### src/mem_map_pkg.sv
/*
 * Memory map package
 * Bus word, address and lane types, transfer size encoding,
 * bus request and graphics port structs, region constants
 */
package mem_map_pkg;

    typedef logic [31:0] word_t;
    typedef logic [31:0] addr_t;
    typedef logic [3:0]  byte_en_t;             // One enable per byte lane

    typedef enum logic [1:0] {
        MEM_SIZE_BYTE = 2'd0,
        MEM_SIZE_HALF = 2'd1,
        MEM_SIZE_WORD = 2'd2
    } mem_size_t;

    typedef struct packed {
        addr_t     addr;
        mem_size_t size;
        logic      write;
    } bus_req_t;

    localparam logic [7:0] REGION_PALETTE     = 8'h05;
    localparam logic [7:0] REGION_OAM         = 8'h07;
    localparam addr_t      PALETTE_OBJ_OFFSET = 32'h0000_0200;

    localparam int PALETTE_WORDS = 128;         // Per palette half
    localparam int OAM_WORDS     = 256;
    localparam int PAL_AW        = $clog2(PALETTE_WORDS);
    localparam int OAM_AW        = $clog2(OAM_WORDS);

    typedef logic [PAL_AW-1:0] pal_index_t;
    typedef logic [OAM_AW-1:0] oam_index_t;

    // Word indices from the graphics pipeline
    typedef struct packed {
        pal_index_t palette_bg;
        pal_index_t palette_obj;
        oam_index_t oam;
    } gfx_addr_t;

    typedef struct packed {
        word_t palette_bg;
        word_t palette_obj;
        word_t oam;
    } gfx_data_t;

endpackage

### src/bus_write_stage.sv
/*
 * Bus write stage
 * Delays the bus request by one cycle, pauses the master for
 * one cycle after an accepted write, decodes byte lane enables
 * and picks the RAM address
 */
`timescale 1ns/1ps

module bus_write_stage
    import mem_map_pkg::*;
(
    input  logic     clock,
    input  logic     reset,
    input  bus_req_t bus_req,
    output logic     bus_pause,
    output bus_req_t req_lat,
    output byte_en_t byte_we,
    output addr_t    mem_addr
);

    logic     accept;
    bus_req_t req_next;
    byte_en_t lanes;

    assign accept = bus_req.write & ~bus_pause;     // Held write is not taken twice

    always_comb begin
        req_next       = bus_req;
        req_next.write = accept;
    end

    always_ff @(posedge clock, posedge reset) begin
        if (reset) begin
            req_lat   <= '0;
            bus_pause <= 1'b0;
        end else begin
            req_lat   <= req_next;
            bus_pause <= accept;
        end
    end

    // Data already sits in its lanes
    always_comb begin
        case (req_lat.size)
            MEM_SIZE_BYTE: lanes = 4'b0001 << req_lat.addr[1:0];
            MEM_SIZE_HALF: lanes = req_lat.addr[1] ? 4'b1100 : 4'b0011;
            default:       lanes = 4'b1111;
        endcase
    end

    assign byte_we = req_lat.write ? lanes : 4'b0000;

    // Delayed address only while the write commits
    assign mem_addr = req_lat.write ? req_lat.addr : bus_req.addr;

endmodule

### config.mk
export PLATFORM = sky130hd
export DESIGN_NAME = bus_write_stage
export DESIGN_NICKNAME = d
export VERILOG_FILES = /design/src/mem_map_pkg.sv /design/src/bus_write_stage.sv
export SDC_FILE = /design/constraint.sdc
export NUM_CORES = 1
export LEC_CHECK = 0
export BUFFER_PORTS_ARGS = -buffer_cell sky130_fd_sc_hd__buf_2
export CAP_MARGIN = 20
export CORE_MARGIN = 5
export CORE_UTILIZATION = 39
export CTS_CLUSTER_DIAMETER = 80
export CTS_CLUSTER_SIZE = 24
export DETAILED_ROUTE_END_ITERATION = 12
export GPL_ROUTABILITY_DRIVEN = 0
export PLACE_DENSITY = 0.78
export SYNTH_ARGS = -nofsm -noshare
export SYNTH_HDL_FRONTEND = slang
export SYNTH_SLANG_ARGS = --single-unit
### constraint.sdc
create_clock -name clock -period 1.17 [get_ports clock]
set_input_delay 0.0585 -clock clock [delete_from_list [all_inputs] [get_ports clock]]
set_output_delay 0.0585 -clock clock [all_outputs]
set_load 0.05 [all_outputs]
Word-level counts from Yosys, hierarchy flattened

Index checks and enable logic that the tools add are counted.
Widths: inputs -> output; s select.

Flip-flop bits (word level): 35
Latch bits: 0
Memory bits (writable): 0
ROM bits: 0
Bits of input ports: 37
Output and inout port bits: 72
Memories: 0

Add/subtract/negate cells: 0
Multiply operators: 0
Div/mod/pow operators: 0
Order comparisons: 0
Equality and inequality tests: 1
Shifts and indexed selects: 1
Mux-type cells: 4
Bitwise logic cells: 2
Reductions and logical operators: 1

Operator list:

| operator            | count |
|---|---|
| $mux 32             | 1 |
| $mux 4              | 2 |
| $pmux 4 s2          | 1 |
| $shl 1x2->4 const A | 1 |
| $eq 2x1->1 const B  | 1 |
| $logic_not 2->1     | 1 |
| $and 1x1->1         | 1 |
| $not 1->1           | 1 |

Longest topological paths before layout

Depth in word-level cells: 3
Mapped depth: 4
Depth with buffers taken out: 2

Worst setup path before layout

OpenSTA, ideal clock, no wires.

Path kind: reg-to-output
From: register req_lat[0] (netlist name)
To: output port byte_we[2]
Arrival time: 2.192 ns
Data required time: 1.112 ns
Path slack: -1.080 ns
Cell stages (with the launch flop): 5
Buffers on the path: 2
Path through: dfrtp_1 buf_6 buf_12 nand2_1 o21ai_0

Longest elaborated chain between the ends: 1

Ends and longest elaborated chain:

| item                     | line                  | text |
|---|---|---|
| start: declaration       | bus_write_stage.sv:16 | `output bus_req_t req_lat,` |
| start signal: assignment | bus_write_stage.sv:37 | `req_lat <= req_next;` |
| $mux 4                   | bus_write_stage.sv:51 | `assign byte_we = req_lat.write ? lanes : 4'b0000;` |
| end: declaration         | bus_write_stage.sv:17 | `output byte_en_t byte_we,` |

Every way passes these cells.

Final worst setup path

From: register req_lat[0] (netlist name)
To: output port mem_addr[17]

Longest elaborated chain between the ends: 1

Ends and longest elaborated chain:

| item             | line                  | text |
|---|---|---|
| $mux 32          | bus_write_stage.sv:54 | `assign mem_addr = req_lat.write ? req_lat.addr : bus_req.addr;` |
| end: declaration | bus_write_stage.sv:18 | `output addr_t mem_addr` |

Every way passes these cells.

==> results_dict.tcl <==
set metrics [dict create \
    io_pins 109 \
    synthTopCellsByArea "dfrtp_1 60%, mux2_4 27%, buf_12 4.1%, mux2_2 3.8%, o21ai_0 1.7%" \
    grt_usage 0.1785 \
    ys_ff_latch 35 \
    finalClockSkew_ps 0 \
    grt_setup_unrepaired "yes" \
    initial_utilization 0.3999 \
    reg2reg_slack_ps 200 \
    rows 22 \
    via_count 1299 \
    cts_max_level 2 \
    worst_r2r_endpoint "req_lat[0]$_DFF_PP0_" \
    synth_cell_types 12 \
    syn_nets 121 \
    ys_seq_area_frac 0.5983 \
    mostFrequentLayoutCell "buf_2" \
    die_h_um 71.27 \
    crit_type "reg -> out" \
    fmax_mhz 680.2 \
    first_iter_violations 33 \
    wl_mm 4.646 \
    crit_fanout 16 \
    final_cell_mix "70 x buf_2, 37 x buf_6, 36 x dlygate4sd3_1" \
    run_status "complete, but fails checks" \
    clkSinkCount 35 \
    report.final.setup_viol 38 \
    cp_slowest_cell "dfrtp_2" \
    grt-ovfl-total 0 \
    synth_area_um2 1464 \
    die_area_um2 5079 \
    grt_max_degree 23 \
    violations "setup timing" \
    power_mw 3.630 \
    clk_latency_ps 280 \
    vias_per_cell 4.495 \
    avgSynthCellArea_um2 17.43 \
    reg_top3 "req_lat x35" \
    num-nets-final 277 \
    slew_headroom 0.7338 \
    drive_above_1_share 0.6846 \
    placed_cells_incl_taps 242 \
    post-route-cell-area_um2 2907 \
    cp_top_family "flip-flops" \
    drc 0 \
    irDropWorstVdd_mv 0.7861 \
    p_leak_nw 1.460 \
    synth_top_cell_by_area "dfrtp_1" \
    io_buffers 108 \
    cpPeakStageDelay_ps 440 \
    dp_worst_setup_slack_ps -35.38 \
    cp_cell_sequence "buf_12 > mux2_4 > buf_6" \
    setup.worst_path.start "req_lat[0]$_DFF_PP0_" \
    finalMaxSlewViolations 0 \
    path_buf_inv 2 \
    hold_viol_final 0 \
    syn_to_final_growth_pct 98.55 \
    startpoint_type "flip-flop" \
    setup_slack_ps -300.1 \
    worstMarginPinSlew_ps 397.9 \
    wire_per_inst_um 16.08 \
    ant_nets 0 \
    antenna_cells 0 \
    fillers 215 \
    cts_buffers 5 \
    largest_register_ffs 35 \
    grt_first_pass_wirelength_mm 7.086 \
    cts_tree "built" \
    clk_pin_slew_ps 70 \
    fin_crit_sh 1.257 \
    core_area_um2 3661 \
    yosys.area.top_type_share 0.5983 \
    synth_warnings 0 \
    hpwlAfterDp_mm 2.939 \
    stdcell_count 289 \
    place_area_um2 2150 \
    cts-root-buf "clkbuf_8" \
    setup.worst_path.end_class "primary output" \
    firstDrtPassIters 4 \
    hold_path.class "in -> async" \
    dieWidth_um 71.27 \
    grt_pass1_vias 1458 \
    cap_violations 0 \
    rr_worst_depth 3 \
    critPathArrivalTime_ps 1410 \
    worstPathRequired_ps 1110 \
    grt_antenna_before_repair 0 \
    period_minus_slack_ps 1470 \
    powerDensity_nw_per_um2 1249 \
    top_register "req_lat" \
    max-clock-path-buffers 2 \
    syn_inst 84 \
    r2r-start "req_lat[0]$_DFF_PP0_" \
]
cells in the mapped netlist:
cell type,instances
buf_12,3
buf_4,1
buf_6,1
dfrtp_1,35
inv_1,2
mux2_2,5
mux2_4,26
nand2_1,2
nand2b_1,1
nor2_1,1
nor2b_1,2
o21ai_0,5
metal layers:
metal,vias up,wire length [um],track usage
li1,596,-,-
met1,636,1665,0.1844
met2,61,2540,0.3347
met3,6,396,0.07013
met4,0,43,0.04384
met5,-,0,0
power breakdown:
part           internal (mW)  total, mW  switching [mW]
Sequential              1.27       1.31          0.0406
Combinational          0.591       1.49           0.903
Clock                  0.423      0.822           0.400
metrics by stage:
| step | util | setup TNS [ps] | hold slack (ps) |
|---|---|---|---|
| final | 0.7939 | -10100 | 336.6 |
| after global routing | 0.7939 | -11320 | 377.8 |
| after CTS | 0.7813 | -9653 | 340.7 |
| after detailed placement | 0.5872 | -235.3 | 94.90 |
| after global placement | 0.5872 | -129.5 | 92.62 |
| after floorplan | - | -4339 | 89.93 |
logic make-up (layout without fill, tap and decap cells):
kind of cell           after synthesis  count (layout)  synth area share
buffers and inverters                7             164           0.05898
AO/OA/AOI/OAI                        5               5           0.01709
flip-flops                          35              35            0.5983
AND/OR/NAND/NOR                      6               6           0.02051
multiplexers                        31              31            0.3051
timing repair:
item	in CTS	in global routing
buffers inserted	2	1
endpoints found under the setup margin	38	38
resized for setup	75	13
hold buffers	36	0
pin swaps	0	0
endpoints found under the hold margin	70	0
final cells by class:
cell class	count	area [um2]	area share
repair buffers	154	1262	0.4344
flip-flops and latches	35	879.6	0.3026
clock buffers	8	80.08	0.02755
well taps	48	60.06	0.02066
inverters	2	7.507	0.002583
multi-input cells	42	616.8	0.2122
worst max path at each step:
stage                     cells past startpoint  slack (ps)      endpoint
after floorplan                               4        -150    byte_we[2]
after global placement                        3         -30   mem_addr[0]
after detailed placement                      3         -40   mem_addr[0]
after CTS                                     3        -310   mem_addr[2]
after global routing                          3        -330  mem_addr[17]
final                                         3        -300  mem_addr[17]
worst reg2reg max path, cell delays in order, from the launching register on:
cell and delay, ps:
dfrtp_2 460, buf_6 160, buf_12 140, nor2b_1 130
No activity file was read; power rests on OpenSTA's default activity.
