`config.mk`:
```
export PLATFORM = sky130hd
export DESIGN_NAME = io_regs
export DESIGN_NICKNAME = d
export VERILOG_FILES = /design/src/mem_map_pkg.sv /design/src/io_reg_pkg.sv /design/src/sound_fifo.sv /design/src/io_regs.sv
export SDC_FILE = /design/constraint.sdc
export NUM_CORES = 1
export LEC_CHECK = 0
export BUFFER_PORTS_ARGS = -buffer_cell sky130_fd_sc_hd__buf_2
export CAP_MARGIN = 40
export CORE_AREA = 2 2 202 204
export DETAILED_ROUTE_END_ITERATION = 8
export DIE_AREA = 0 0 204 206
export HOLD_SLACK_MARGIN = 0.08
export PLACE_DENSITY = 0.7
export SLEW_MARGIN = 20
export SYNTH_ARGS = -nofsm -noshare
export SYNTH_HDL_FRONTEND = slang
export SYNTH_HIERARCHICAL = 1
export SYNTH_SLANG_ARGS = --single-unit
```
`constraint.sdc`:
```
create_clock -name clock -period 7.05 [get_ports clock]
set_input_delay 0.705 -clock clock [delete_from_list [all_inputs] [get_ports clock]]
set_output_delay 0.705 -clock clock [all_outputs]
set_load 0.02 [all_outputs]
```
`src/mem_map_pkg.sv`:
```
/*
 * Memory map package
 * Bus word, address and lane types, transfer size encoding,
 * bus request and graphics port structs, region constants
 */
package mem_map_pkg;

    typedef logic [31:0] word_t;
    typedef logic [31:0] addr_t;
    typedef logic [3:0]  byte_en_t;             // One enable per byte lane

    typedef enum logic [1:0] {
        MEM_SIZE_BYTE = 2'd0,
        MEM_SIZE_HALF = 2'd1,
        MEM_SIZE_WORD = 2'd2
    } mem_size_t;

    typedef struct packed {
        addr_t     addr;
        mem_size_t size;
        logic      write;
    } bus_req_t;

    localparam logic [7:0] REGION_PALETTE     = 8'h05;
    localparam logic [7:0] REGION_OAM         = 8'h07;
    localparam addr_t      PALETTE_OBJ_OFFSET = 32'h0000_0200;

    localparam int PALETTE_WORDS = 128;         // Per palette half
    localparam int OAM_WORDS     = 256;
    localparam int PAL_AW        = $clog2(PALETTE_WORDS);
    localparam int OAM_AW        = $clog2(OAM_WORDS);

    typedef logic [PAL_AW-1:0] pal_index_t;
    typedef logic [OAM_AW-1:0] oam_index_t;

    // Word indices from the graphics pipeline
    typedef struct packed {
        pal_index_t palette_bg;
        pal_index_t palette_obj;
        oam_index_t oam;
    } gfx_addr_t;

    typedef struct packed {
        word_t palette_bg;
        word_t palette_obj;
        word_t oam;
    } gfx_data_t;

endpackage

```
`src/io_reg_pkg.sv`:
```
/*
 * IO register package
 * Register window base and count, register index type,
 * fixed register indices, sound FIFO depth and count type
 */
package io_reg_pkg;

    localparam logic [31:0] IO_BASE     = 32'h0400_0000;
    localparam int          NUM_IO_REGS = 8;
    localparam int          IO_IDX_W    = $clog2(NUM_IO_REGS);

    typedef logic [IO_IDX_W-1:0] io_index_t;

    // Indices 3 and up are plain read/write registers
    localparam io_index_t KEYINPUT_IDX = 3'd0;  // Low half reads buttons
    localparam io_index_t IE_IF_IDX    = 3'd1;  // IE low, IF high
    localparam io_index_t FIFO_A_IDX   = 3'd2;  // Direct sound FIFO port

    localparam int FIFO_DEPTH = 8;
    localparam int FIFO_PTR_W = $clog2(FIFO_DEPTH);

    typedef logic [3:0]  fifo_count_t;          // Holds 0 to FIFO_DEPTH
    typedef logic [15:0] half_t;

endpackage

```
`src/sound_fifo.sv`:
```
/*
 * Direct sound FIFO
 * Eight-entry word circular buffer with head output, entry count,
 * pop and synchronous clear; push to a full buffer is dropped
 */
`timescale 1ns/1ps

module sound_fifo
    import mem_map_pkg::*, io_reg_pkg::*;
(
    input  logic        clock,
    input  logic        reset,
    input  logic        push,
    input  logic        pop,
    input  logic        clear,
    input  word_t       wdata,
    output word_t       head,
    output fifo_count_t count
);

    word_t                 entries [FIFO_DEPTH];
    logic [FIFO_PTR_W-1:0] get_ptr, put_ptr;
    logic                  full, empty;
    logic                  do_push, do_pop;

    assign full    = count == fifo_count_t'(FIFO_DEPTH);
    assign empty   = count == '0;
    assign do_push = push & ~full;
    assign do_pop  = pop & ~empty;

    always_ff @(posedge clock, posedge reset) begin
        if (reset) begin
            get_ptr <= '0;
            put_ptr <= '0;
            count   <= '0;
        end else if (clear) begin
            get_ptr <= '0;
            put_ptr <= '0;
            count   <= '0;
        end else begin
            if (do_push) put_ptr <= put_ptr + 1'b1;
            if (do_pop)  get_ptr <= get_ptr + 1'b1;
            count <= count + fifo_count_t'(do_push) - fifo_count_t'(do_pop);
        end
    end

    always_ff @(posedge clock) begin
        if (do_push && !clear) entries[put_ptr] <= wdata;
    end

    assign head = entries[get_ptr];     // Valid while not empty

endmodule

```
`src/io_regs.sv`:
```
/*
 * IO register block
 * Byte-writable register file, key input and interrupt registers,
 * interrupt acknowledge pulse, direct sound FIFO push and read
 */
`timescale 1ns/1ps

module io_regs
    import mem_map_pkg::*, io_reg_pkg::*;
(
    input  logic        clock,
    input  logic        reset,
    input  bus_req_t    req_lat,
    input  byte_en_t    byte_we,
    input  word_t       wdata,
    input  half_t       buttons,
    input  half_t       irq_flags,
    output half_t       int_acks,
    input  logic        fifo_pop,
    input  logic        fifo_clear,
    output word_t       fifo_head,
    output fifo_count_t fifo_count,
    output word_t       rdata,
    output logic        hit
);

    word_t     regs [NUM_IO_REGS];
    addr_t     io_off;
    io_index_t idx;
    byte_en_t  reg_we, wmask;
    logic      fifo_push;
    word_t     reg_val;

    // Lanes backed by storage; the rest read live inputs
    function automatic byte_en_t lane_mask(io_index_t i);
        case (i)
            KEYINPUT_IDX: return 4'b1100;
            IE_IF_IDX:    return 4'b0011;
            FIFO_A_IDX:   return 4'b0000;
            default:      return 4'b1111;
        endcase
    endfunction

    assign io_off = req_lat.addr - IO_BASE;
    assign hit    = io_off < 4 * NUM_IO_REGS;
    assign idx    = io_off[IO_IDX_W+1:2];
    assign reg_we = hit ? byte_we : 4'b0000;
    assign wmask  = reg_we & lane_mask(idx);

    always_ff @(posedge clock, posedge reset) begin
        if (reset) begin
            for (int i = 0; i < NUM_IO_REGS; i++) regs[i] <= '0;
            int_acks <= '0;
        end else begin
            for (int b = 0; b < 4; b++) begin
                if (wmask[b]) regs[idx][8*b +: 8] <= wdata[8*b +: 8];
            end
            // Acknowledge lasts one cycle after the commit
            if (idx == IE_IF_IDX)
                int_acks <= {reg_we[3] ? wdata[31:24] : 8'h00,
                             reg_we[2] ? wdata[23:16] : 8'h00};
            else
                int_acks <= '0;
        end
    end

    assign fifo_push = reg_we[0] && (idx == FIFO_A_IDX);

    sound_fifo fifo_a (
        .clock, .reset, .push(fifo_push), .pop(fifo_pop), .clear(fifo_clear),
        .wdata, .head(fifo_head), .count(fifo_count)
    );

    always_comb begin
        case (idx)
            KEYINPUT_IDX: reg_val = {regs[KEYINPUT_IDX][31:16], buttons};
            IE_IF_IDX:    reg_val = {irq_flags, regs[IE_IF_IDX][15:0]};
            FIFO_A_IDX:   reg_val = fifo_head;
            default:      reg_val = regs[idx];
        endcase
    end

    assign rdata = hit ? reg_val : '0;

endmodule

```
**After elaboration in Yosys (flattened, before gate mapping)**

Memories as Yosys holds them, arrays and structs flattened.
Cells that the tools add are included.

- Flip-flop bits (word level): 282
- Memory bits (writable): 256
- Input bits: 107
- Output and inout port bits: 85
- Word-level logic and storage cells: 71
- Memories kept: 1

- $add $sub $neg: 5
- Magnitude comparators: 3
- Eq/ne operators: 3
- Mux-type cells: 33
- Bitwise gates (word level): 6
- Reductions and logical operators: 8

Memory list:

| memory | depth | width | rd ports | clocked after Yosys merged registers in | wr ports | RTL line | text |
|---|---|---|---|---|---|---|---|
| fifo_a.entries | 8 | 32 | 1 | 0 | 1 | sound_fifo.sv:21 | `word_t entries [FIFO_DEPTH];` |

Operators by type and width:

| cell | number |
|---|---|
| $bwmux W256 | 4 |
| $mux W256 | 4 |
| $demux W32 S3 | 4 |
| $mux W32 | 4 |
| $bmux W32 S3 | 1 |
| $pmux W32 S3 | 1 |
| $lt A32 B6 Y1 const B | 1 |
| $mux W16 | 2 |
| $sub A32 B27 Y32 const B | 1 |
| $mux W24 | 1 |
| $mux W8 | 3 |
| $mux W3 | 4 |
| $pmux W4 S3 | 1 |
| $mux W4 | 2 |
| $add A3 B1 Y3 const B | 2 |
| $add A4 B1 Y4 | 1 |
| $and A4 B4 Y4 | 1 |
| $eq A4 B4 Y1 const B | 1 |
| $ge A4 B4 Y1 const B | 1 |
| $logic_not A4 Y1 | 1 |
| $lt A4 B1 Y1 const B | 1 |
| $not A3 Y4 | 1 |
| $reduce_bool A2 Y1 | 2 |
| $sub A4 B1 Y4 | 1 |
| 8 further kinds | 13 |

**Logic depth before layout (Yosys ltp)**

Gate-level depths: netlist (run 1).

- Depth in word-level cells: 14
- Gate-level depth with buffers: 15

**Hierarchy**

The synthesis (run 1) kept the hierarchy.

Modules (own cells, without submodules):

| module | times used | cells an instance | area an instance (µm²) |
|---|---|---|---|
| io_regs | 1 | 750 | 10421.2 |
| sound_fifo | 1 | 446 | 10396.2 |

**Least setup slack after synthesis (run 1)**

OpenSTA, ideal clock, no wires.

- Kind: in2reg
- From: input port req_lat[17] (netlist name)
- To: memory fifo_a/entries[0][0] (netlist name) (enable)
- Library setup time: 461 ps
- Arrival time: 5177 ps
- Data required time: 6589 ps
- Setup slack: 1412 ps
- Stages: 9
- Path buffers: 2
- Cells stage by stage: nor4_1 > nand3_2 > or2_2 > clkbuf_1 > clkbuf_1 > nor3_1 > inv_1 > or4_1 > nor3_1

- Word-level cells in the longest chain between the ends: 8

RTL lines:

| item | RTL line | text |
|---|---|---|
| from (decl) | io_regs.sv:13 | `input bus_req_t req_lat,` |
| $sub A32 B27 Y32 | io_regs.sv:44 | `assign io_off = req_lat.addr - IO_BASE;` |
| $lt A32 B6 Y1 | io_regs.sv:45 | `assign hit = io_off < 4 * NUM_IO_REGS;` |
| $mux W4 | io_regs.sv:47 | `assign reg_we = hit ? byte_we : 4'b0000;` |
| $logic_and A1 B1 Y1 | io_regs.sv:67 | `assign fifo_push = reg_we[0] && (idx == FIFO_A_IDX);` |
| net fifo_push | io_regs.sv:31 | `logic fifo_push;` |
| $and A1 B1 Y1 | sound_fifo.sv:28 | `assign do_push = push & ~full;` |
| $logic_and A1 B1 Y1 | sound_fifo.sv:48 | `if (do_push && !clear) entries[put_ptr] <= wdata;` |
| $mux W1 | sound_fifo.sv:48 |  |
| $mux W1 (implied by the code) | sound_fifo.sv:48 |  |
| to (decl) | sound_fifo.sv:21 |  |

The timed path passes the listed nets, and every way through them passes these cells.

**Final worst setup path (run 1)**

- From: register fifo_a.get_ptr[1]
- To: output port rdata[25]

- Word-level cells in the longest chain between the ends: 3

RTL lines:

| item | RTL line | text |
|---|---|---|
| from (decl) | sound_fifo.sv:22 | `logic [FIFO_PTR_W-1:0] get_ptr, put_ptr;` |
| from (signal assigned) | sound_fifo.sv:42 | `if (do_pop) get_ptr <= get_ptr + 1'b1;` |
| $mem_v2 Z8 W32 | -- |  |
| $pmux W32 S3 | io_regs.sv:75 | `case (idx)` |
| $mux W32 | io_regs.sv:83 | `assign rdata = hit ? reg_val : '0;` |
| to (decl) | io_regs.sv:23 | `output word_t rdata,` |

No other way between the ends.

==> results of run 1 <==
synth_stat cells, drive strengths merged (4+ instances only):
cell	n	area share, %
mux2	269	15
a31oi	4	0.12
and2	6	0.18
o21ai	11	0.26
nand2b	19	0.57
o221ai	19	0.80
clkbuf	40	0.72
nor2	27	0.49
nand4	7	0.21
nor4	29	1.7
mux2i	18	0.87
a211oi	5	0.18
a21oi	6	0.14
inv	12	0.22
edfxtp	256	37
nor3	12	0.31
a221oi	10	0.42
nor4b	11	0.46
o211ai	5	0.18
nand2	20	0.36
ha	8	0.48
mux4	94	11
nand3	8	0.22
o22ai	17	0.51
nand3b	7	0.25
dfrtp	218	26
buf	30	1.0
or3	6	0.18
power breakdown:
group	switching (mW)	leakage [nW]	internal, mW
Combinational	0.426	3.72	0.305
Sequential	0.0377	5.34	2.94
Clock	1.03	0.779	1.57
how the worst max path moves through the flow:
stage	end	slack, ns	depth (start not counted)
finish	rdata[25]	2.46	7
global placement	fifo_a/entries[6][16]	2.14	10
CTS	rdata[25]	2.38	7
floorplan	int_acks[0]	0.66	1
global route	rdata[25]	2.22	7
detailed placement	fifo_a/entries[6][19]	2.06	10
worst max-delay path, cell delays in order (launching register included):
cell and delay, ns:
dfrtp_4 0.89, buf_4 0.63, mux4_1 0.64, mux2_2 0.33, mux4_2 0.45, mux2i_1 0.14, nor2_1 0.05, buf_2 0.18
per-layer routing:
| metal | up-vias | wire (um) |
|---|---|---|
| li1 | 5190 | - |
| met1 | 6349 | 22050 |
| met2 | 406 | 24090 |
| met3 | 73 | 3274 |
| met4 | 2 | 1095 |
| met5 | - | 13 |
metrics by stage:
| stage | hold WS, ns | utilization, % | instances |
|---|---|---|---|
| 6_report | 0.1743 | 60.15 | 1974 |
| 5_1_grt | 0.2078 | 60.15 | 1974 |
| 4_1_cts | 0.1655 | 60.02 | 1969 |
| 3_5_place_dp | 0.4908 | 56.01 | 1881 |
| 3_3_place_gp | 0.4831 | 55.56 | 1869 |
| 2_1_floorplan | 0.4741 | - | 1196 |
state kept, by name, summed over array words and instances, names as in the netlist:
register	count
regs	192
fifo_a/put_ptr	3
fifo_a/count	4
fifo_a/get_ptr	3
int_acks	16
fifo_a/entries	256
cell families after synthesis:
logic type	after synthesis
flip-flops	474
multiplexers	381
AND/OR/NAND/NOR	167
AO/OA/AOI/OAI	82
buffers and inverters	82
adder cells (fa/ha/maj)	9
XOR/XNOR	1
layout make-up:
cell class / count / area [sq um]
Fill cell: 3005 / 16010
Sequential cell: 474 / 13150
Multi-Input combinational cell: 640 / 7337
Timing Repair Buffer: 227 / 1356
Clock buffer: 67 / 1334
Tap cell: 532 / 665.6
Clock inverter: 21 / 276.5
Inverter: 12 / 52.55
Antenna cell: 1 / 2.502
==> reports/metrics.csv, run 1 <==
stage;metric;value;unit
run_status;outcome;complete, no violations;
clocking;cts_htree_levels;2;
clocking;cts.reportedPaths.clkPinSlew;0.06;ns
floorplan;die_area;42020;sq um
logic_synthesis;ff_latch_count_synth;474;
setup_path;rr_endpoint;fifo_a/entries[6][20];
timing;fin_setup_tns;0;ns
logic_synthesis;dominantRegCellSynth;edfxtp_1;
floorplan;dieWidth;204;um
clocking;cts.repair.resized;0;
clocking;worst_skew_pair.late_latency;0.55;ns
setup_path;crit_path_start;fifo_a/get_ptr[1];
power;powerDensity;260.9;nW/um^2
grt;grt_busiest_layer;met2;
grt;grtUsageTotal;24.37;%
power;p_leak;9.835;nW
placed_design;numPortBuffers;186;
setup_path;critPathLaunchType;flop;
timing;timing_worst_slew_pin_value;0.8883;ns
job;max_cap_viol_count;0;
finish;leading_cell_type_in_the_layout_fill_and_taps_excluded;mux2_2;
timing;slew-limit-headroom;40.66;%
grt;global_route.usage.met1;35.36;%
logic_synthesis;post_synth_and_or_nand_nor_area_fraction;5.457;%
timing;finalSetupViolations;0;
setup_path;worst-r2r-setup-slack;4.29;ns
logic_synthesis;synth_xor_xnor_area_share;0.04207;%
clocking;tritoncts_clock_tree;yes;
clocking;clk_root_buffer_cell;clkbuf_16;
logic_synthesis;netlist_instances;1196;
timing;finalHoldViolCount;0;
timing;min_period;4.587;ns
timing;final.setup.worst_slack;2.463;ns
grt;globalRoute.totalOverflow;0;
logic_synthesis;synth.area.mux_share;26.00;%
grt;groute.layer.met2.usage;38.59;%
power;power;6.306;mW
logic_synthesis;compound_cell_area_share_of_the_yosys_netlist;2.819;%
timing;rsz0062_at_grt;no;
setup_path;critical_path_class;flop to primary output;
setup_path;data_required_time_of_the_critical_path;6.34;ns
timing;final-max-slew-violation-count;0;
logic_synthesis;synth_edf_count;256;
clocking;numCtsBuffers;48;
floorplan;initial_utilization;51.81;%
logic_synthesis;yosysUniqueCellTypes;50;
timing;clock-skew-final;0.02073;ns
setup_path;regToRegStartpoint;fifo_a/count[2];
route;detail_route.vias_per_cell;6.089;
power;worst_ir_drop_on_vdd;152.5;uV
floorplan;fp.dieH;206;um
setup_path;r2r_cells;6;
setup_path;worstPathArrival;3.88;ns
hold_path;min_delay_worst_type;input port to async pin;
placed_design;pre_cts_slack;2.062;ns
finish;final_layout_size_suffix_gt1_share;46.22;%
placed_design;hpwl_after_detailed_placement;31.56;mm
grt;grt_use_met3;4.415;%
setup_path;cp-end-kind;primary output;
route;post_drt_wl_per_cell;25.60;um
route;detail_route.first_pass.iterations;5;
route;drt-initial-drc-count;952;
clocking;hold_fix_buffers_cts;0;
clocking;cts_post_setup_buffers_inserted;0;
finish;areaGrowthSynthToFinish;16.11;%
floorplan;design.portCount;192;
placed_design;place_congestion;0.7620;
logic_synthesis;netlist_area;20820;sq um
grt;antenna_found_initial;2;
grt;global_route_wire_length_before_repair;75.84;mm
placed_design;placedInstanceArea;22510;sq um
route;routed_wl;50.53;mm
logic_synthesis;synthAdderAreaFrac;0.5770;%
logic_synthesis;synth_async_sr_flop_share;45.99;%
logic_synthesis;synth_top_family_by_area;multiplexers;
logic_synthesis;postSynthNetCount;1312;
route;final_antenna_net_count;0;
finish;finalNetCount;1519;
timing;final_min_period_over_clock_period;65.06;%
setup_path;critPathMaxFanout;35;
route;number_of_vias_in_the_routed_layout;12020;
timing;maxClockFrequency;218.0;MHz
logic_synthesis;syn_avg_cell_area;17.41;sq um
finish;fin_area;24170;sq um
logic_synthesis;synthesis.yosys.warnings;6;
route;detail_route.drc_violations;0;
grt;number_of_global_route_vias_before_repair;12176;
clocking;buffer_levels_on_the_longest_clock_path;3;
floorplan;num_rows;74;
clocking;numClockSinks;474;
grt;maximum_number_of_pins_on_one_net_before_global_route_repair;75;
logic_synthesis;ys_seq_area_share;63.13;%
floorplan;fp.coreArea;40180;sq um
finish;layout.cells.most_common_list;269 x mux2_2, 256 x edfxtp_1, 216 x dfrtp_1, 185 x buf_2, 71 x mux4_2;
Power figures use the tool's default switching activity.
==> run 2, diff against run 1 <==
- PLACE_DENSITY: 0.7 -> 0.72
- clock period: 7.05 -> 4.2 ns (I/O delays scaled with it)
==> run 2 against run 1 <==
Compared with the run above:
- clock skew decreased by 0.0071 ns
- count of clock-buffer cells in the layout increased by 4
- register-to-register slack got worse by 3.0 ns
- clock power increased by 66%
- core utilization increased by 0.26 points
- sequential power increased by 67%
- via count increased by 0.75%
- combinational power increased by 74%
- worst setup slack got worse by 2.0 ns
==> reports/metrics.csv, run 2 (same netlist as run 1, synthesis figures left out) <==
stage;metric;value;unit;change
clocking;buffer_levels_on_the_longest_clock_path;3;;unchanged
finish;layout.cells.non_filler;1993;;was 1974
clocking;cts_htree_levels;2;;unchanged
setup_path;r2r_cells;10;;was 6
clocking;clk_root_buffer_cell;clkbuf_16;;unchanged
floorplan;dieWidth;204;um;unchanged
finish;finalNetCount;1538;;was 1519
timing;clock-skew-final;0.01359;ns;was 0.02073 ns
power;powerDensity;435.7;nW/um^2;was 260.9 nW/um^2
placed_design;place_congestion;0.7963;;was 0.7620
route;final_antenna_net_count;0;;unchanged
hold_path;min_delay_worst_type;input port to flop;;was input port to async pin
finish;final_util;60.41;%;was 60.15%
finish;reg.largest.list;fifo_a/entries x256, regs x192, int_acks x16;;unchanged
route;detail_route.vias_per_cell;6.076;;was 6.089
hold_path;hold_depth;2;;
setup_path;data_required_time_of_the_critical_path;3.78;ns;was 6.34 ns
grt;globalRoute.totalOverflow;0;;unchanged
route;routed_wl;50.70;mm;was 50.53 mm
clocking;numCtsBuffers;47;;was 48
timing;rsz0062_at_grt;no;;unchanged
job;max_cap_viol_count;0;;unchanged
route;drt-initial-drc-count;951;;was 952
floorplan;num_rows;74;;unchanged
setup_path;worstPathArrival;3.33;ns;was 3.88 ns
power;p_leak;9.899;nW;was 9.835 nW
clocking;tritoncts_clock_tree;yes;;unchanged
run_status;outcome;complete, no violations;;unchanged
grt;number_of_global_route_vias_before_repair;12443;;was 12176
grt;grtUsageTotal;24.59;%;was 24.37%
setup_path;critPathLaunchType;flop;;unchanged
timing;timing_worst_slew_pin_value;0.8852;ns;was 0.8883 ns
timing;finalHoldViolCount;0;;unchanged
power;swShare;23.67;%;was 23.63%
timing;slew-limit-headroom;40.54;%;was 40.66%
route;detail_route.first_pass.iterations;7;;was 5
floorplan;design.portCount;192;;unchanged
finish;leading_cell_type_in_the_layout_fill_and_taps_excluded;mux2_2;;unchanged
route;detail_route.drc_violations;0;;unchanged
clocking;worst_skew_pair.late_latency;0.56;ns;was 0.55 ns
floorplan;fp.coreArea;40180;sq um;unchanged
timing;finalSetupViolations;0;;unchanged
power;internal_power_summed_over_all_cells;8.074;mW;was 4.816 mW
setup_path;cp-end-kind;primary output;;unchanged
finish;areaGrowthSynthToFinish;16.61;%;was 16.11%
clocking;numClockSinks;474;;unchanged
setup_path;critPathMaxFanout;27;;was 35
timing;final-max-slew-violation-count;0;;unchanged
power;power;10.58;mW;was 6.306 mW
floorplan;initial_utilization;51.81;%;unchanged
route;post_drt_wl_per_cell;25.44;um;was 25.60 um
placed_design;hpwl_after_detailed_placement;31.84;mm;was 31.56 mm
finish;layout.cells.most_common_list;269 x mux2_2, 256 x edfxtp_1, 216 x dfrtp_1, 184 x buf_2, 71 x mux4_2;;was 269 x mux2_2, 256 x edfxtp_1, 216 x dfrtp_1, 185 x buf_2, 71 x mux4_2
placed_design;numPlacedInstances;1903;;was 1881
route;number_of_vias_in_the_routed_layout;12110;;was 12020
power;seqPwrFrac;47.2;%;about the same
finish;final_layout_size_suffix_gt1_share;47.33;%;was 46.22%
finish;final.fill_count;2946;;was 3005
finish;multi_input_area;7332;sq um;was 7337 sq um
finish;largest_register;fifo_a/entries;;unchanged
clocking;hold_fix_buffers_cts;1;;was 0
clocking;cts_post_setup_buffers_inserted;0;;unchanged
grt;antenna_found_initial;2;;unchanged
floorplan;fp.dieH;206;um;unchanged
timing;maxClockFrequency;266.4;MHz;
power;pwr-share-clk;40.8;%;was 41.2%
grt;global_route_wire_length_before_repair;76.61;mm;was 75.84 mm
power;worst_ir_drop_on_vdd;287.9;uV;was 152.5 uV
timing;final_min_period_over_clock_period;89.37;%;
clocking;cts.repair.resized;0;;unchanged
timing;hold_slack;0.2200;ns;was 0.1743 ns
placed_design;numPortBuffers;186;;unchanged
finish;area.sequential;13150;sq um;unchanged
floorplan;die_area;42020;sq um;unchanged
finish;largest_register_ff_count;256;;unchanged
power;power.switching;2.504;mW;was 1.490 mW
power;p_comb_share;12.0;%;was 11.6%
grt;maximum_number_of_pins_on_one_net_before_global_route_repair;126;;was 75
clocking;cts.reportedPaths.clkPinSlew;0.06;ns;about the same
timing;min_period;3.753;ns;
setup_path;critical_path_class;flop to primary output;;unchanged
run 2: changes by cell type in the layout (fill, tap and decap cells not counted), sizes merged:
cell	change
buf	+20
bufinv	-2
clkbuf	+3
clkinv	-2
clkinvlp	-1
dlygate4sd3	+1
run 2: final cells by class:
class                      count  area share (%)
antenna                        1         0.01031
clock buffer                  71           5.778
clock inverter                16          0.8504
inverter                      12          0.2010
multi-input combinational    640           30.20
sequential                   474           54.16
tap                          532           2.742
timing repair buffer         247           6.056
run 2: path summary, 6_finish.rpt:
kind                       slack (ns)           endpoint               from
setup / recovery                 0.45          rdata[26]  fifo_a/get_ptr[1]
hold / removal                   0.22  fifo_a/put_ptr[1]         fifo_clear
setup reg to reg                 1.34    fifo_a/count[2]    fifo_a/count[2]
hold reg to reg                  0.50          regs[203]          regs[203]
max in group asynchronous        2.56          regs[151]              reset
min in group asynchronous        0.44  fifo_a/get_ptr[1]              reset
run 2: layer usage:
metal,track usage (%),wire [um],vias to the layer above
li1,-,-,5232
met1,34.18,21380,6346
met2,38.46,24170,425
met3,4.904,3304,105
met4,10.02,1831,2
met5,0,13,-
run 2: power by group through the flow:
stage,Combinational [mW],Clock (mW),Sequential (mW)
final,1.27,4.31,4.99
after global routing,1.35,4.57,5.00
after detailed placement,1.26,0,5.09
after floorplan,0.850,0,5.07
after CTS,1.27,4.38,4.99
after global placement,1.23,0,5.09
run 2: per-stage QoR:
| step | cell area, sq um | setup TNS, ns | worst slack, ns |
|---|---|---|---|
| CTS | 24260 | 0 | 0.3842 |
| global placement | 22610 | 0 | 0.6387 |
| floorplan | 20840 | -31.03 | -0.3271 |
| global route | 24270 | 0 | 0.2922 |
| finish | 24280 | 0 | 0.4465 |
| detailed placement | 22640 | 0 | 0.6185 |
run 2: worst max-delay path: stages, from the launching register on:
cell	delay (ns)
dfrtp_4	0.65
buf_12	0.27
buf_4	0.28
mux4_1	0.57
mux2_2	0.32
o221ai_1	0.25
a221oi_1	0.17
buf_2	0.23
