===== src/mem_map_pkg.sv =====
/*
 * Memory map package
 * Bus word, address and lane types, transfer size encoding,
 * bus request and graphics port structs, region constants
 */
package mem_map_pkg;

    typedef logic [31:0] word_t;
    typedef logic [31:0] addr_t;
    typedef logic [3:0]  byte_en_t;             // One enable per byte lane

    typedef enum logic [1:0] {
        MEM_SIZE_BYTE = 2'd0,
        MEM_SIZE_HALF = 2'd1,
        MEM_SIZE_WORD = 2'd2
    } mem_size_t;

    typedef struct packed {
        addr_t     addr;
        mem_size_t size;
        logic      write;
    } bus_req_t;

    localparam logic [7:0] REGION_PALETTE     = 8'h05;
    localparam logic [7:0] REGION_OAM         = 8'h07;
    localparam addr_t      PALETTE_OBJ_OFFSET = 32'h0000_0200;

    localparam int PALETTE_WORDS = 128;         // Per palette half
    localparam int OAM_WORDS     = 256;
    localparam int PAL_AW        = $clog2(PALETTE_WORDS);
    localparam int OAM_AW        = $clog2(OAM_WORDS);

    typedef logic [PAL_AW-1:0] pal_index_t;
    typedef logic [OAM_AW-1:0] oam_index_t;

    // Word indices from the graphics pipeline
    typedef struct packed {
        pal_index_t palette_bg;
        pal_index_t palette_obj;
        oam_index_t oam;
    } gfx_addr_t;

    typedef struct packed {
        word_t palette_bg;
        word_t palette_obj;
        word_t oam;
    } gfx_data_t;

endpackage


===== src/bus_read_mux.sv =====
/*
 * Bus read combiner
 * Video before IO, zero when unmapped; replays the CPU read word
 * preempted by a DMA transfer in the cycle after it ends
 */
`timescale 1ns/1ps

module bus_read_mux
    import mem_map_pkg::*;
(
    input  logic  clock,
    input  logic  reset,
    input  logic  dma_active,
    input  word_t vid_rdata,
    input  word_t io_rdata,
    input  logic  vid_hit,
    input  logic  io_hit,
    output word_t bus_rdata
);

    logic  dma_q;
    logic  dma_rise, dma_fall;
    word_t live_rdata;
    word_t held_rdata;      // CPU word at DMA start

    always_comb begin
        if (vid_hit)     live_rdata = vid_rdata;
        else if (io_hit) live_rdata = io_rdata;
        else             live_rdata = '0;
    end

    assign dma_rise = dma_active & ~dma_q;
    assign dma_fall = ~dma_active & dma_q;

    always_ff @(posedge clock, posedge reset) begin
        if (reset) begin
            dma_q      <= 1'b0;
            held_rdata <= '0;
        end else begin
            dma_q <= dma_active;
            if (dma_rise) held_rdata <= bus_rdata;
        end
    end

    assign bus_rdata = dma_fall ? held_rdata : live_rdata;

endmodule


===== config.mk =====
export PLATFORM = sky130hd
export DESIGN_NAME = bus_read_mux
export DESIGN_NICKNAME = d
export VERILOG_FILES = /design/src/mem_map_pkg.sv /design/src/bus_read_mux.sv
export SDC_FILE = /design/constraint.sdc
export NUM_CORES = 1
export LEC_CHECK = 0
export ABC_AREA = 1
export BUFFER_PORTS_ARGS = -buffer_cell sky130_fd_sc_hd__buf_4
export CAP_MARGIN = 10
export CORE_ASPECT_RATIO = 0.75
export CORE_MARGIN = 2
export CORE_UTILIZATION = 47
export DETAILED_ROUTE_END_ITERATION = 6
export PLACE_DENSITY = 0.81
export SLEW_MARGIN = 10
export SYNTH_ARGS = -nofsm -noshare
export SYNTH_HDL_FRONTEND = slang
export SYNTH_SLANG_ARGS = --single-unit

===== constraint.sdc =====
create_clock -name clock -period 1.64 [get_ports clock]
set_input_delay 0.328 -clock clock [delete_from_list [all_inputs] [get_ports clock]]
set_output_delay 0.328 -clock clock [all_outputs]
set_load 0.03 [all_outputs]

After elaboration in Yosys (flattened, before gate mapping). Cells that the tools add are included.

Logic and storage cells: 9. Output and inout bits: 32. Register bits after elaboration: 33. Input bits: 69.

Bitwise logic cells: 4. Multiplexer cells: 3.

Operators with widths (count): $mux W32 (3); $and A1 B1 Y1 (2); $not A1 Y1 (2).

Logic depth before layout (Yosys ltp). Gate-level depths: netlist (run 1).

Depth in word-level cells: 3. Depth in mapped cells: 7.

Worst setup path before layout (run 1). No wires, ideal clock.

Kind: input to output. From: input vid_hit. To: output bus_rdata[13]. Path slack: 0.008 ns. Arrival time: 1.304 ns. Data required time: 1.312 ns. Cell stages on the path: 5. Path through: buf_2 nor2_2 buf_4 nand2_1 a31oi_1.

Word-level cells in the longest chain between the ends: 2.

Ends and longest elaborated chain: from (decl) (RTL line bus_read_mux.sv:16) `input logic vid_hit,`; $mux W32 (RTL line bus_read_mux.sv:27) `if (vid_hit) live_rdata = vid_rdata;`; $mux W32 (RTL line bus_read_mux.sv:45) `assign bus_rdata = dma_fall ? held_rdata : live_rdata;`; to (decl) (RTL line bus_read_mux.sv:18) `output word_t bus_rdata`.

Every way passes these cells.

Final worst setup path (run 1).
From: register dma_q. To: output bus_rdata[13].

Word-level cells in the longest chain between the ends: 2.

Ends and longest elaborated chain: from (decl) (RTL line bus_read_mux.sv:21) `logic dma_q;`; from (signal assigned) (RTL line bus_read_mux.sv:40) `dma_q <= dma_active;`; $and A1 B1 Y1 (RTL line bus_read_mux.sv:33) `assign dma_fall = ~dma_active & dma_q;`; $mux W32 (RTL line bus_read_mux.sv:45).

Every way passes these cells.

==> metrics.md, run 1 <==
| Metric | Value |
|---|---|
| Worst hold path class | `input pin to async pin` |
| Via count | `2533` |
| Area leader, netlist | `dfrtp_1` |
| Synth Register Bits | `33` |
| Pin count of the biggest net entering global routing | `34` |
| Post-synthesis sequential area ratio | `38.6%` |
| H-tree depth | `2` |
| DRC | `0` |
| Internal power | `1.75 mW` |
| LEAKAGE | `1.80 nW` |
| Pwr dens | `790 mW/mm^2` |
| Chip Width | `81.9 um` |
| Vias in the first global route | `2405` |
| First-pass GRT wire length | `10400 um` |
| Syn_area_per_cell | `6.45 um^2` |
| Final period util | `108%` |
| Worst Max-Slew Pin Slew | `0.421 ns` |
| Clk Latency, worst-skew pair | `0.27 ns` |
| Worst EP required | `1.31 ns` |
| Crit Path Category | `flop to output port` |
| Cells along the critical path | `nand2_4 -> buf_12 -> buf_16 -> nor2_2 -> a31oi_1 -> buf_4` |
| IO Pins | `101` |
| Post-route setup slack | `-0.123 ns` |
| Combinational power share | `37.5%` |
| Nets | `501` |
| Worst setup startpoint | `dma_q$_DFF_PP0_` |
| Initial antenna violation count | `0` |
| Final ANT Viol Nets | `0` |
| Power share of the clock group | `24.7%` |
| DP Worst Slack | `0.0374 ns` |
| R2R Setup Slk | `0.41 ns` |
| Global Route Usage Sum | `25.5%` |
| Row cnt | `21` |
| Final setup violation count | `32` |
| WL per Instance | `13.2 um` |
| Area Overhead vs Synth | `56.1%` |
| Critical path destination | `bus_rdata[13]` |
| RSZ-0062 raised after global routing | `true` |
| Rel. slew slack | `71.9%` |
| Mapped cell area | `0.00214 mm^2` |
| CP startpoint kind | `flop` |
| Core area | `0.00441 mm^2` |
| Status | `complete, but fails checks` |
| Reg power frac | `37.8%` |
| Crit-path max cell delay | `0.41 ns` |
| Routed wl met3 | `402 um` |
| Switch share | `33.6%` |
| Ant diodes | `0` |
| Failing checks | `negative setup slack` |
| Via density | `5.17` |
| Setup crit end kind | `output port` |
| M1 WL | `2880 um` |
| CTS tree | `yes` |
| CTS root buf | `clkbuf_8` |
| Critical Path Fanout Max | `8` |
| Die area | `0.00512 mm^2` |
| Critical Path AT | `1.44 ns` |
| Syn. warnings | `0` |
| Port bufs | `100` |
| CTS Hold Bufs | `0` |
| TritonCTS Buffers | `5` |
| Final wirelength | `6480 um` |
| Max layer used | `met4` |
| Hold Vio Cnt, Final | `0` |
| Post-synth cell types | `12` |
| GRT overflow | `0` |
| Clock buffer depth | `2` |
| Max Cap Viol | `0` |
| Die Height | `62.5 um` |
| Post-route cell area | `0.00334 mm^2` |
| DP Area | `0.00296 mm^2` |
| Pins Over Slew Limit | `0` |
| Final GP Congestion | `0.766` |
| First-pass DRT Iterations | `4` |
| Fill cells | `349` |
| Maximum VDD drop | `569 uV` |
| Reg2reg start | `dma_q$_DFF_PP0_` |
| Clock Sinks | `33` |
| Fin crit period | `1.76 ns` |
| Cells after Synth | `332` |
| Worst reg-to-reg path cell count | `6` |
| Fmax | `567 MHz` |
| Top cells by area, synth | `dfrtp_1 39%, nand2_1 26%, nand3_1 13%` |
| Clock-pin slew on the worst setup and hold paths | `0.06 ns` |
| Post-DP HPWL | `4150 um` |
| Switching power | `889 uW` |
| Syn_nets | `401` |
| Setup Skew | `0.00239 ns` |
| Share of cells above drive strength 1 | `32.8%` |
| RR Endpoint | `held_rdata[6]$_DFFE_PP0P_` |
| Initial Util | `48.5%` |
| Drt first-iter violations | `148` |
| Post-synth top area share | `38.6%` |
| Metal2 WL | `3170 um` |
| CP max-delay cell | `dfrtp_1` |
-- per-layer routing --
metal  global-route usage [%]  up-vias
li1                         -     1265
met1                     32.7     1174
met2                     44.3       90
met3                     5.35        4
met4                     4.38        0
met5                        0        -
-- state kept, by name (all words and copies together) (netlist names) --
name,count
dma_q,1
held_rdata,32
-- power groups by stage --
stage / combinational (mW) / clock, mW / sequential, mW
5_1_grt: 1.08 / 0.706 / 1.01
2_1_floorplan: 0.549 / 0 / 0.992
3_3_place_gp: 0.868 / 0 / 1.00
6_report: 0.991 / 0.652 / 0.999
4_1_cts: 0.937 / 0.665 / 0.995
3_5_place_dp: 0.880 / 0 / 1.01
-- synthesized netlist by cell type --
master   instances
a31oi_1         20
and2_1          12
buf_2           19
buf_4            3
dfrtp_1         33
inv_1           16
inv_2            2
nand2_1        148
nand2_2          1
nand3_1         56
nor2_1          20
nor2_2           2
-- worst min-delay path by stage --
stage                           from                    endpoint  slack, ns
final                          reset  held_rdata[22]$_DFFE_PP0P_       0.16
after global routing      dma_active             dma_q$_DFF_PP0_       0.17
after CTS                      reset  held_rdata[24]$_DFFE_PP0P_       0.17
after detailed placement  dma_active             dma_q$_DFF_PP0_       0.45
after global placement         reset  held_rdata[12]$_DFFE_PP0P_       0.45
after floorplan           dma_active             dma_q$_DFF_PP0_       0.36
-- worst max-delay path: cells and delay by family (launching register included) --
kind,cells,cell delay (ns)
DFF,1,0.41
buffers and inverters,3,0.45
and+or+nand+nor,2,0.18
AOI/OAI and AO/OA,1,0.13
-- cell usage in the layout (no fill, tap or decap), drive strengths merged --
| cell | instances |
|---|---|
| a31oi | 20 |
| and2 | 12 |
| buf | 115 |
| clkbuf | 7 |
| clkinv | 1 |
| dfrtp | 33 |
| inv | 18 |
| nand2 | 149 |
| nand3 | 56 |
| nor2 | 22 |
-- through the flow --
step / setup TNS, ns / total power, mW / cells / hold WS [ns] / util [%]
floorplan: 0 / 1.54 / 332 / 0.359 / -
global placement: 0 / 1.87 / 477 / 0.449 / 67.0
finish: -3.01 / 2.64 / 490 / 0.158 / 75.7
detailed placement: 0 / 1.89 / 477 / 0.452 / 67.0
global route: -5.08 / 2.80 / 490 / 0.165 / 75.7
CTS: -3.15 / 2.60 / 490 / 0.165 / 73.0
-- logic make-up (layout without fill, tap and decap cells) --
group           count (synthesis)  in the layout  share of synthesized area (%)
simple gates                  239            239                           46.9
buf+inv                        40            141                           8.65
flops                          33             33                           38.6
compound gates                 20             20                           5.84
-- what timing repair did --
action | CTS | global route
gates resized for setup | 12 | 17
pin swaps | 10 | 1
endpoints found under the setup margin | 32 | 32
gates cloned | 3 | 0
setup buffers | 2 | 0
-- layout make-up --
type	instances	area (um^2)	area share, %
Multi-Input combinational cell	259	1270	38.1
Timing Repair Buffer	115	1000	30.0
Sequential cell	33	826	24.7
Clock buffer	7	96.3	2.88
Tap cell	57	71.3	2.13
Inverter	18	67.6	2.02
Clock inverter	1	5.00	0.150
No activity file was read; power rests on OpenSTA's default activity.
==> run 2, diff against run 1 <==
Settings changed: CORE_ASPECT_RATIO 0.75 to default.
Clock period 1.64 ns to 1.8 ns, I/O delays scaled along.
==> run 2 against run 1 <==
Effect of this change:
- the run still ends with negative setup slack left
- worst hold slack gained 0.015 ns
- routed wire length grew 18%
- largest power group is now combinational logic
- design area grew 9.1%
- register-to-register slack lost 0.22 ns
- clock power grew 14%
- via count grew 4.5%
- sequential share of layout area shrank 2.0 points
- core utilization grew 7.4 points
- setup slack gained 0.069 ns
- critical path depth shrank 1
==> metrics.md, run 2 (same netlist as run 1, synthesis figures left out) <==
| Metric | Value |
|---|---|
| Commonest cells after routing, fill and taps aside | `148 x nand2_1, 86 x buf_4, 45 x nand3_1, 32 x dfrtp_1, 21 x buf_6 (was 148 x nand2_1, 100 x buf_4, 55 x nand3_1, 33 x dfrtp_1, 16 x inv_1)` |
| Clk Latency, worst-skew pair | `0.29 ns (was 0.27 ns)` |
| Fmax | `539 MHz` |
| Pin count of the biggest net entering global routing | `34 (unchanged)` |
| Die area | `0.00511 mm^2 (was 0.00512 mm^2)` |
| TritonCTS Buffers | `5 (unchanged)` |
| Crit-path max cell delay | `0.46 ns (was 0.41 ns)` |
| Via density | `5.42 (was 5.17)` |
| Fin crit period | `1.85 ns` |
| Crit Path Category | `flop to output port (unchanged)` |
| Setup crit end kind | `output port (unchanged)` |
| Failing checks | `negative setup slack (unchanged)` |
| Largest regs | `held_rdata x32, dma_q x1 (unchanged)` |
| RSZ-0062 raised after global routing | `true (unchanged)` |
| Row cnt | `24 (was 21)` |
| Pins Over Slew Limit | `0 (unchanged)` |
| Final wirelength | `7660 um (was 6480 um)` |
| Nets | `504 (was 501)` |
| CP startpoint kind | `flop (unchanged)` |
| IO Pins | `101 (unchanged)` |
| Fill cells | `273 (was 349)` |
| Ant diodes | `0 (unchanged)` |
| Final GP Congestion | `0.820 (was 0.766)` |
| CTS tree | `yes (unchanged)` |
| DRC | `0 (unchanged)` |
| Global Route Usage Sum | `25.4% (was 25.5%)` |
| Worst EP required | `1.44 ns (was 1.31 ns)` |
| Largest Register | `held_rdata (unchanged)` |
| Critical Path Fanout Max | `7 (was 8)` |
| Worst Max-Slew Pin Slew | `1.02 ns (was 0.421 ns)` |
| Largest register FFs | `32 (unchanged)` |
| Drt first-iter violations | `183 (was 148)` |
| Pwr dens | `737 mW/mm^2 (was 790 mW/mm^2)` |
| Storage element area | `827 um^2 (was 826 um^2)` |
| H-tree depth | `2 (unchanged)` |
| Worst hold path class | `input pin to async pin (unchanged)` |
| Post-DP HPWL | `4030 um (was 4150 um)` |
| CP max-delay cell | `dfrtp_2 (was dfrtp_1)` |
| Post-layout util | `83.1% (was 75.7%)` |
| Commonest non-fill, non-tap cell in the layout | `nand2_1 (unchanged)` |
| First-pass GRT wire length | `10300 um (was 10400 um)` |
| Final ANT Viol Nets | `0 (unchanged)` |
| Chip Width | `71.5 um (was 81.9 um)` |
| Final setup violation count | `21 (was 32)` |
| Via count | `2646 (was 2533)` |
| Status | `complete, but fails checks (unchanged)` |
| Clock Sinks | `33 (unchanged)` |
| Post-route setup slack | `-0.0545 ns (was -0.123 ns)` |
| Area Overhead vs Synth | `70.3% (was 56.1%)` |
| Fin cells | `488 (was 490)` |
| Clock buffer depth | `2 (unchanged)` |
| First-pass DRT Iterations | `5 (was 4)` |
| CTS root buf | `clkbuf_8 (unchanged)` |
| Initial antenna violation count | `0 (unchanged)` |
| Multi-input logic area | `0.00144 mm^2 (was 0.00127 mm^2)` |
| Total power | `2.69 mW (was 2.64 mW)` |
| Max Cap Viol | `0 (unchanged)` |
| Initial Util | `48.8% (was 48.5%)` |
| Setup Skew | `0.00401 ns (was 0.00239 ns)` |
| Rel. slew slack | `32.1% (was 71.9%)` |
| Maximum VDD drop | `491 uV (was 569 uV)` |
| Hold Vio Cnt, Final | `0 (unchanged)` |
| Die Height | `71.5 um (was 62.5 um)` |
| GRT overflow | `0 (unchanged)` |
| Critical Path AT | `1.49 ns (was 1.44 ns)` |
| Clock-pin slew on the worst setup and hold paths | `0.07 ns (was 0.06 ns)` |
| Inst Count DP | `468 (was 477)` |
| Port bufs | `100 (unchanged)` |
| LEAKAGE | `1.93 nW (was 1.80 nW)` |
| Vias in the first global route | `2263 (was 2405)` |
| Core area | `0.00438 mm^2 (was 0.00441 mm^2)` |
| WL per Instance | `15.7 um (was 13.2 um)` |
| Final period util | `103%` |
| CTS Hold Bufs | `0 (unchanged)` |
| Cells along the critical path | `nand2_8 -> buf_6 -> buf_16 -> a31oi_1 -> buf_4 (was nand2_4 -> buf_12 -> buf_16 -> nor2_2 -> a31oi_1 -> buf_4)` |
| Share of cells above drive strength 1 | `39.4% (was 32.8%)` |
run 2: cell count changes in the layout (fill, tap and decap cells not counted), moves of 2 or more:
cell	delta
nand3_1	-10
nor2_1	-5
nand3_4	+3
and2_4	+11
nand3_2	+7
nor2_4	+6
buf_4	-14
buf_12	-2
clkbuf_16	+4
buf_6	+13
and2_1	-11
run 2: cell type report:
class | count | share of cell area [%]
Sequential cell | 33 | 22.7
Timing Repair Buffer | 117 | 30.9
Clock inverter | 1 | 0.824
Clock buffer | 7 | 2.37
Tap cell | 52 | 1.79
Inverter | 18 | 1.92
Multi-Input combinational cell | 260 | 39.5
run 2: timing repair:
action	4_1_cts	5_1_grt
pin swaps	11	5
gates cloned	3	5
setup endpoints to repair	28	32
gates resized for setup	7	74
setup buffers	3	1
run 2: path summary, 6_finish.rpt:
path / start / endpoint / slack, ns / depth (start not counted)
setup / recovery: dma_q$_DFF_PP0_ / bus_rdata[14] / -0.05 / 5
hold / removal: reset / held_rdata[9]$_DFFE_PP0P_ / 0.17 / 3
setup reg to reg: dma_q$_DFF_PP0_ / held_rdata[29]$_DFFE_PP0P_ / 0.19 / 4
hold reg to reg: held_rdata[19]$_DFFE_PP0P_ / held_rdata[19]$_DFFE_PP0P_ / 0.48 / 2
max in group asynchronous: reset / dma_q$_DFF_PP0_ / 1.30 / 3
min in group clock: dma_active / dma_q$_DFF_PP0_ / 0.18 / 1
run 2: worst max-delay path: cells and delay by family, from the launching register on:
| family | cells | cell delay, ns |
|---|---|---|
| DFF | 1 | 0.46 |
| AOI/OAI and AO/OA | 1 | 0.13 |
| buffers and inverters | 3 | 0.50 |
| and+or+nand+nor | 1 | 0.11 |
run 2: where the power goes:
group	switching (mW)	internal, mW
logic	0.544	0.474
registers	0.0777	0.849
clock network	0.290	0.451
run 2: per-layer routing:
layer / vias to the layer above / track usage (%) / part of all wire, %
li1: 1274 / - / -
met1: 1212 / 30.9 / 37
met2: 146 / 44.9 / 52
met3: 14 / 6.47 / 9.8
met4: 0 / 6.71 / 1.7
met5: - / 0 / 0
run 2: per-stage QoR:
step                setup TNS, ns  setup slack [ns]  hold WS, ns  cell area, um^2
floorplan                       0             0.104        0.391             2140
global placement                0             0.120        0.460             2910
detailed placement              0             0.103        0.469             2910
CTS                        -0.135           -0.0277        0.179             3150
global route                -1.68           -0.0951        0.171             3640
finish                     -0.522           -0.0545        0.173             3640
==> run 3, diff against run 2 <==
Settings changed: PLACE_DENSITY 0.81 to 0.86.
==> run 3 against run 2 <==
Effect of this change:
- global-route usage is 2.0 points lower
- first-iteration DRC count is 49% lower
- the run still ends with negative setup slack left
- fmax is 2.6% higher
- register-to-register slack worse by 0.10 ns
- worst hold slack hardly changed
- die area stayed put
- flip-flop and latch count stayed put
==> metrics.md, run 3 (same netlist as run 1, synthesis figures left out) <==
| Metric | Value |
|---|---|
| Storage element area | `826 um^2 (was 827 um^2)` |
| LEAKAGE | `1.75 nW (was 1.93 nW)` |
| Commonest cells after routing, fill and taps aside | `148 x nand2_1, 101 x buf_4, 54 x nand3_1, 33 x dfrtp_1, 19 x nor2_1 (was 148 x nand2_1, 86 x buf_4, 45 x nand3_1, 32 x dfrtp_1, 21 x buf_6)` |
| TritonCTS Buffers | `5 (unchanged)` |
| Largest register FFs | `32 (unchanged)` |
| Fmax | `553 MHz (was 539 MHz)` |
| CTS tree | `yes (unchanged)` |
| Critical Path Fanout Max | `15 (was 7)` |
| Max Cap Viol | `0 (unchanged)` |
| Clock-pin slew on the worst setup and hold paths | `0.06 ns (was 0.07 ns)` |
| Core area | `0.00438 mm^2 (unchanged)` |
| TNS Setup | `-0.0141 ns (was -0.522 ns)` |
| Chip Width | `71.5 um (unchanged)` |
| Routed wl met3 | `503 um (was 752 um)` |
| Fin crit period | `1.81 ns (was 1.85 ns)` |
| Final period util | `100% (was 103%)` |
| CTS root buf | `clkbuf_8 (unchanged)` |
| Status | `complete, but fails checks (unchanged)` |
| Maximum VDD drop | `476 uV (was 491 uV)` |
| Rel. slew slack | `38.0% (was 32.1%)` |
| Via density | `5.18 (was 5.42)` |
| Setup Skew | `0.00122 ns (was 0.00401 ns)` |
| Worst Hold Slack | `0.173 ns (about the same)` |
| Final setup violation count | `2 (was 21)` |
| Clock buffer depth | `2 (unchanged)` |
| CP max-delay cell | `dfrtp_1 (was dfrtp_2)` |
| DRC | `0 (unchanged)` |
| Drt first-iter violations | `93 (was 183)` |
| Total power | `2.32 mW (was 2.69 mW)` |
| Fill cells | `345 (was 273)` |
| Failing checks | `negative setup slack (unchanged)` |
| Global Route Usage Sum | `23.4% (was 25.4%)` |
| Worst hold path class | `input pin to async pin (unchanged)` |
| Metal2 WL | `3050 um (was 3960 um)` |
| Cells along the critical path | `nand2_4 -> clkbuf_16 -> nor2_1 -> a31oi_1 -> buf_4 (was nand2_8 -> buf_6 -> buf_16 -> a31oi_1 -> buf_4)` |
| Final GP Congestion | `0.771 (was 0.820)` |
| Pin count of the biggest net entering global routing | `34 (unchanged)` |
| Switching power | `790 uW (was 912 uW)` |
| Initial Util | `48.8% (unchanged)` |
| Switch share | `34.1% (was 34.0%)` |
| First-pass DRT Iterations | `4 (was 5)` |
| Post-route setup slack | `-0.00741 ns (was -0.0545 ns)` |
| Ant diodes | `0 (unchanged)` |
| Setup crit end kind | `output port (unchanged)` |
| CP startpoint kind | `flop (unchanged)` |
| Multi-input logic area | `0.00121 mm^2 (was 0.00144 mm^2)` |
| Pwr dens | `727 mW/mm^2 (was 737 mW/mm^2)` |
| H-tree depth | `2 (unchanged)` |
| Power share of the clock group | `23.5% (was 27.6%)` |
| Largest regs | `held_rdata x32, dma_q x1 (unchanged)` |
| Area Overhead vs Synth | `49.0% (was 70.3%)` |
| Max layer used | `met4 (unchanged)` |
| Row cnt | `24 (unchanged)` |
| Internal power | `1.53 mW (was 1.77 mW)` |
| Worst Max-Slew Pin Slew | `0.930 ns (was 1.02 ns)` |
| Final wirelength | `6200 um (was 7660 um)` |
| Post-DP HPWL | `4150 um (was 4030 um)` |
| GRT overflow | `0 (unchanged)` |
| Clock Sinks | `33 (unchanged)` |
| Post-layout util | `72.7% (was 83.1%)` |
| DP Worst Slack | `0.153 ns (was 0.103 ns)` |
| IO Pins | `101 (unchanged)` |
| Commonest non-fill, non-tap cell in the layout | `nand2_1 (unchanged)` |
| CTS Hold Bufs | `0 (unchanged)` |
| First-pass GRT wire length | `9750 um (was 10300 um)` |
| Worst reg-to-reg path cell count | `6 (was 4)` |
| Nets | `498 (was 504)` |
| Crit Path Category | `flop to output port (unchanged)` |
| Vias in the first global route | `2277 (was 2263)` |
| Hold Vio Cnt, Final | `0 (unchanged)` |
| WL per Instance | `12.9 um (was 15.7 um)` |
| Die area | `0.00511 mm^2 (unchanged)` |
| M1 WL | `2560 um (was 2810 um)` |
| Initial antenna violation count | `0 (unchanged)` |
| Port bufs | `100 (unchanged)` |
| Worst EP required | `1.44 ns (about the same)` |
| Reg power frac | `39.4% (was 34.5%)` |
| Die Height | `71.5 um (unchanged)` |
| Final ANT Viol Nets | `0 (unchanged)` |
| Largest Register | `held_rdata (unchanged)` |
| Share of cells above drive strength 1 | `30.8% (was 39.4%)` |
| Via count | `2490 (was 2646)` |
| Critical Path AT | `1.45 ns (was 1.49 ns)` |
| Combinational power share | `37.1% (was 37.9%)` |
| RSZ-0062 raised after global routing | `true (unchanged)` |
| Pins Over Slew Limit | `0 (unchanged)` |
| Clk Latency, worst-skew pair | `0.27 ns (was 0.29 ns)` |
| Crit-path max cell delay | `0.41 ns (was 0.46 ns)` |
run 3: worst paths after layout:
check | start | endpoint | slack (ns)
max | dma_q$_DFF_PP0_ | bus_rdata[3] | -0.007
min | reset | held_rdata[4]$_DFFE_PP0P_ | 0.17
max reg2reg | dma_q$_DFF_PP0_ | held_rdata[21]$_DFFE_PP0P_ | 0.09
min reg2reg | held_rdata[19]$_DFFE_PP0P_ | held_rdata[19]$_DFFE_PP0P_ | 0.48
max in group asynchronous | reset | held_rdata[13]$_DFFE_PP0P_ | 1.33
min in group clock | dma_active | dma_q$_DFF_PP0_ | 0.20
run 3: final cells by class:
class / instances / share of cell area (%)
inverters: 18 / 2.12
multi-input cells: 259 / 38.0
well taps: 52 / 2.04
clock buffers: 7 / 2.71
flip-flops and latches: 33 / 25.9
repair buffers: 112 / 29.3
run 3: power groups by stage:
stage	registers (mW)	clock network, mW	logic [mW]
after floorplan	0.904	0	0.500
after global placement	0.916	0	0.778
after detailed placement	0.920	0	0.799
after CTS	0.909	0.556	0.814
after global routing	0.924	0.600	0.936
final	0.913	0.545	0.860
run 3: repair_timing:
item,4_1_cts,5_1_grt
gates resized for setup,1,18
setup buffers,1,1
pin swaps,0,1
endpoints found under the setup margin,22,31
cloned,1,1
run 3: critical path, delay by kind of cell (launching register included):
family	cells	cell delay, ns
simple gates	2	0.22
compound gates	1	0.15
flops	1	0.41
buf+inv	2	0.40
run 3: stage by stage:
step	cell area [um^2]	std cells
after global routing	3190	481
after detailed placement	2920	470
after global placement	2920	470
after floorplan	2140	332
after CTS	3060	479
final	3190	481
run 3: layer usage:
metal  vias to the layer above  global-route usage (%)
met5                         -                       0
met4                         0                    5.66
met3                        11                    6.19
met2                       110                    41.9
met1                      1116                    28.1
li1                       1253                       -
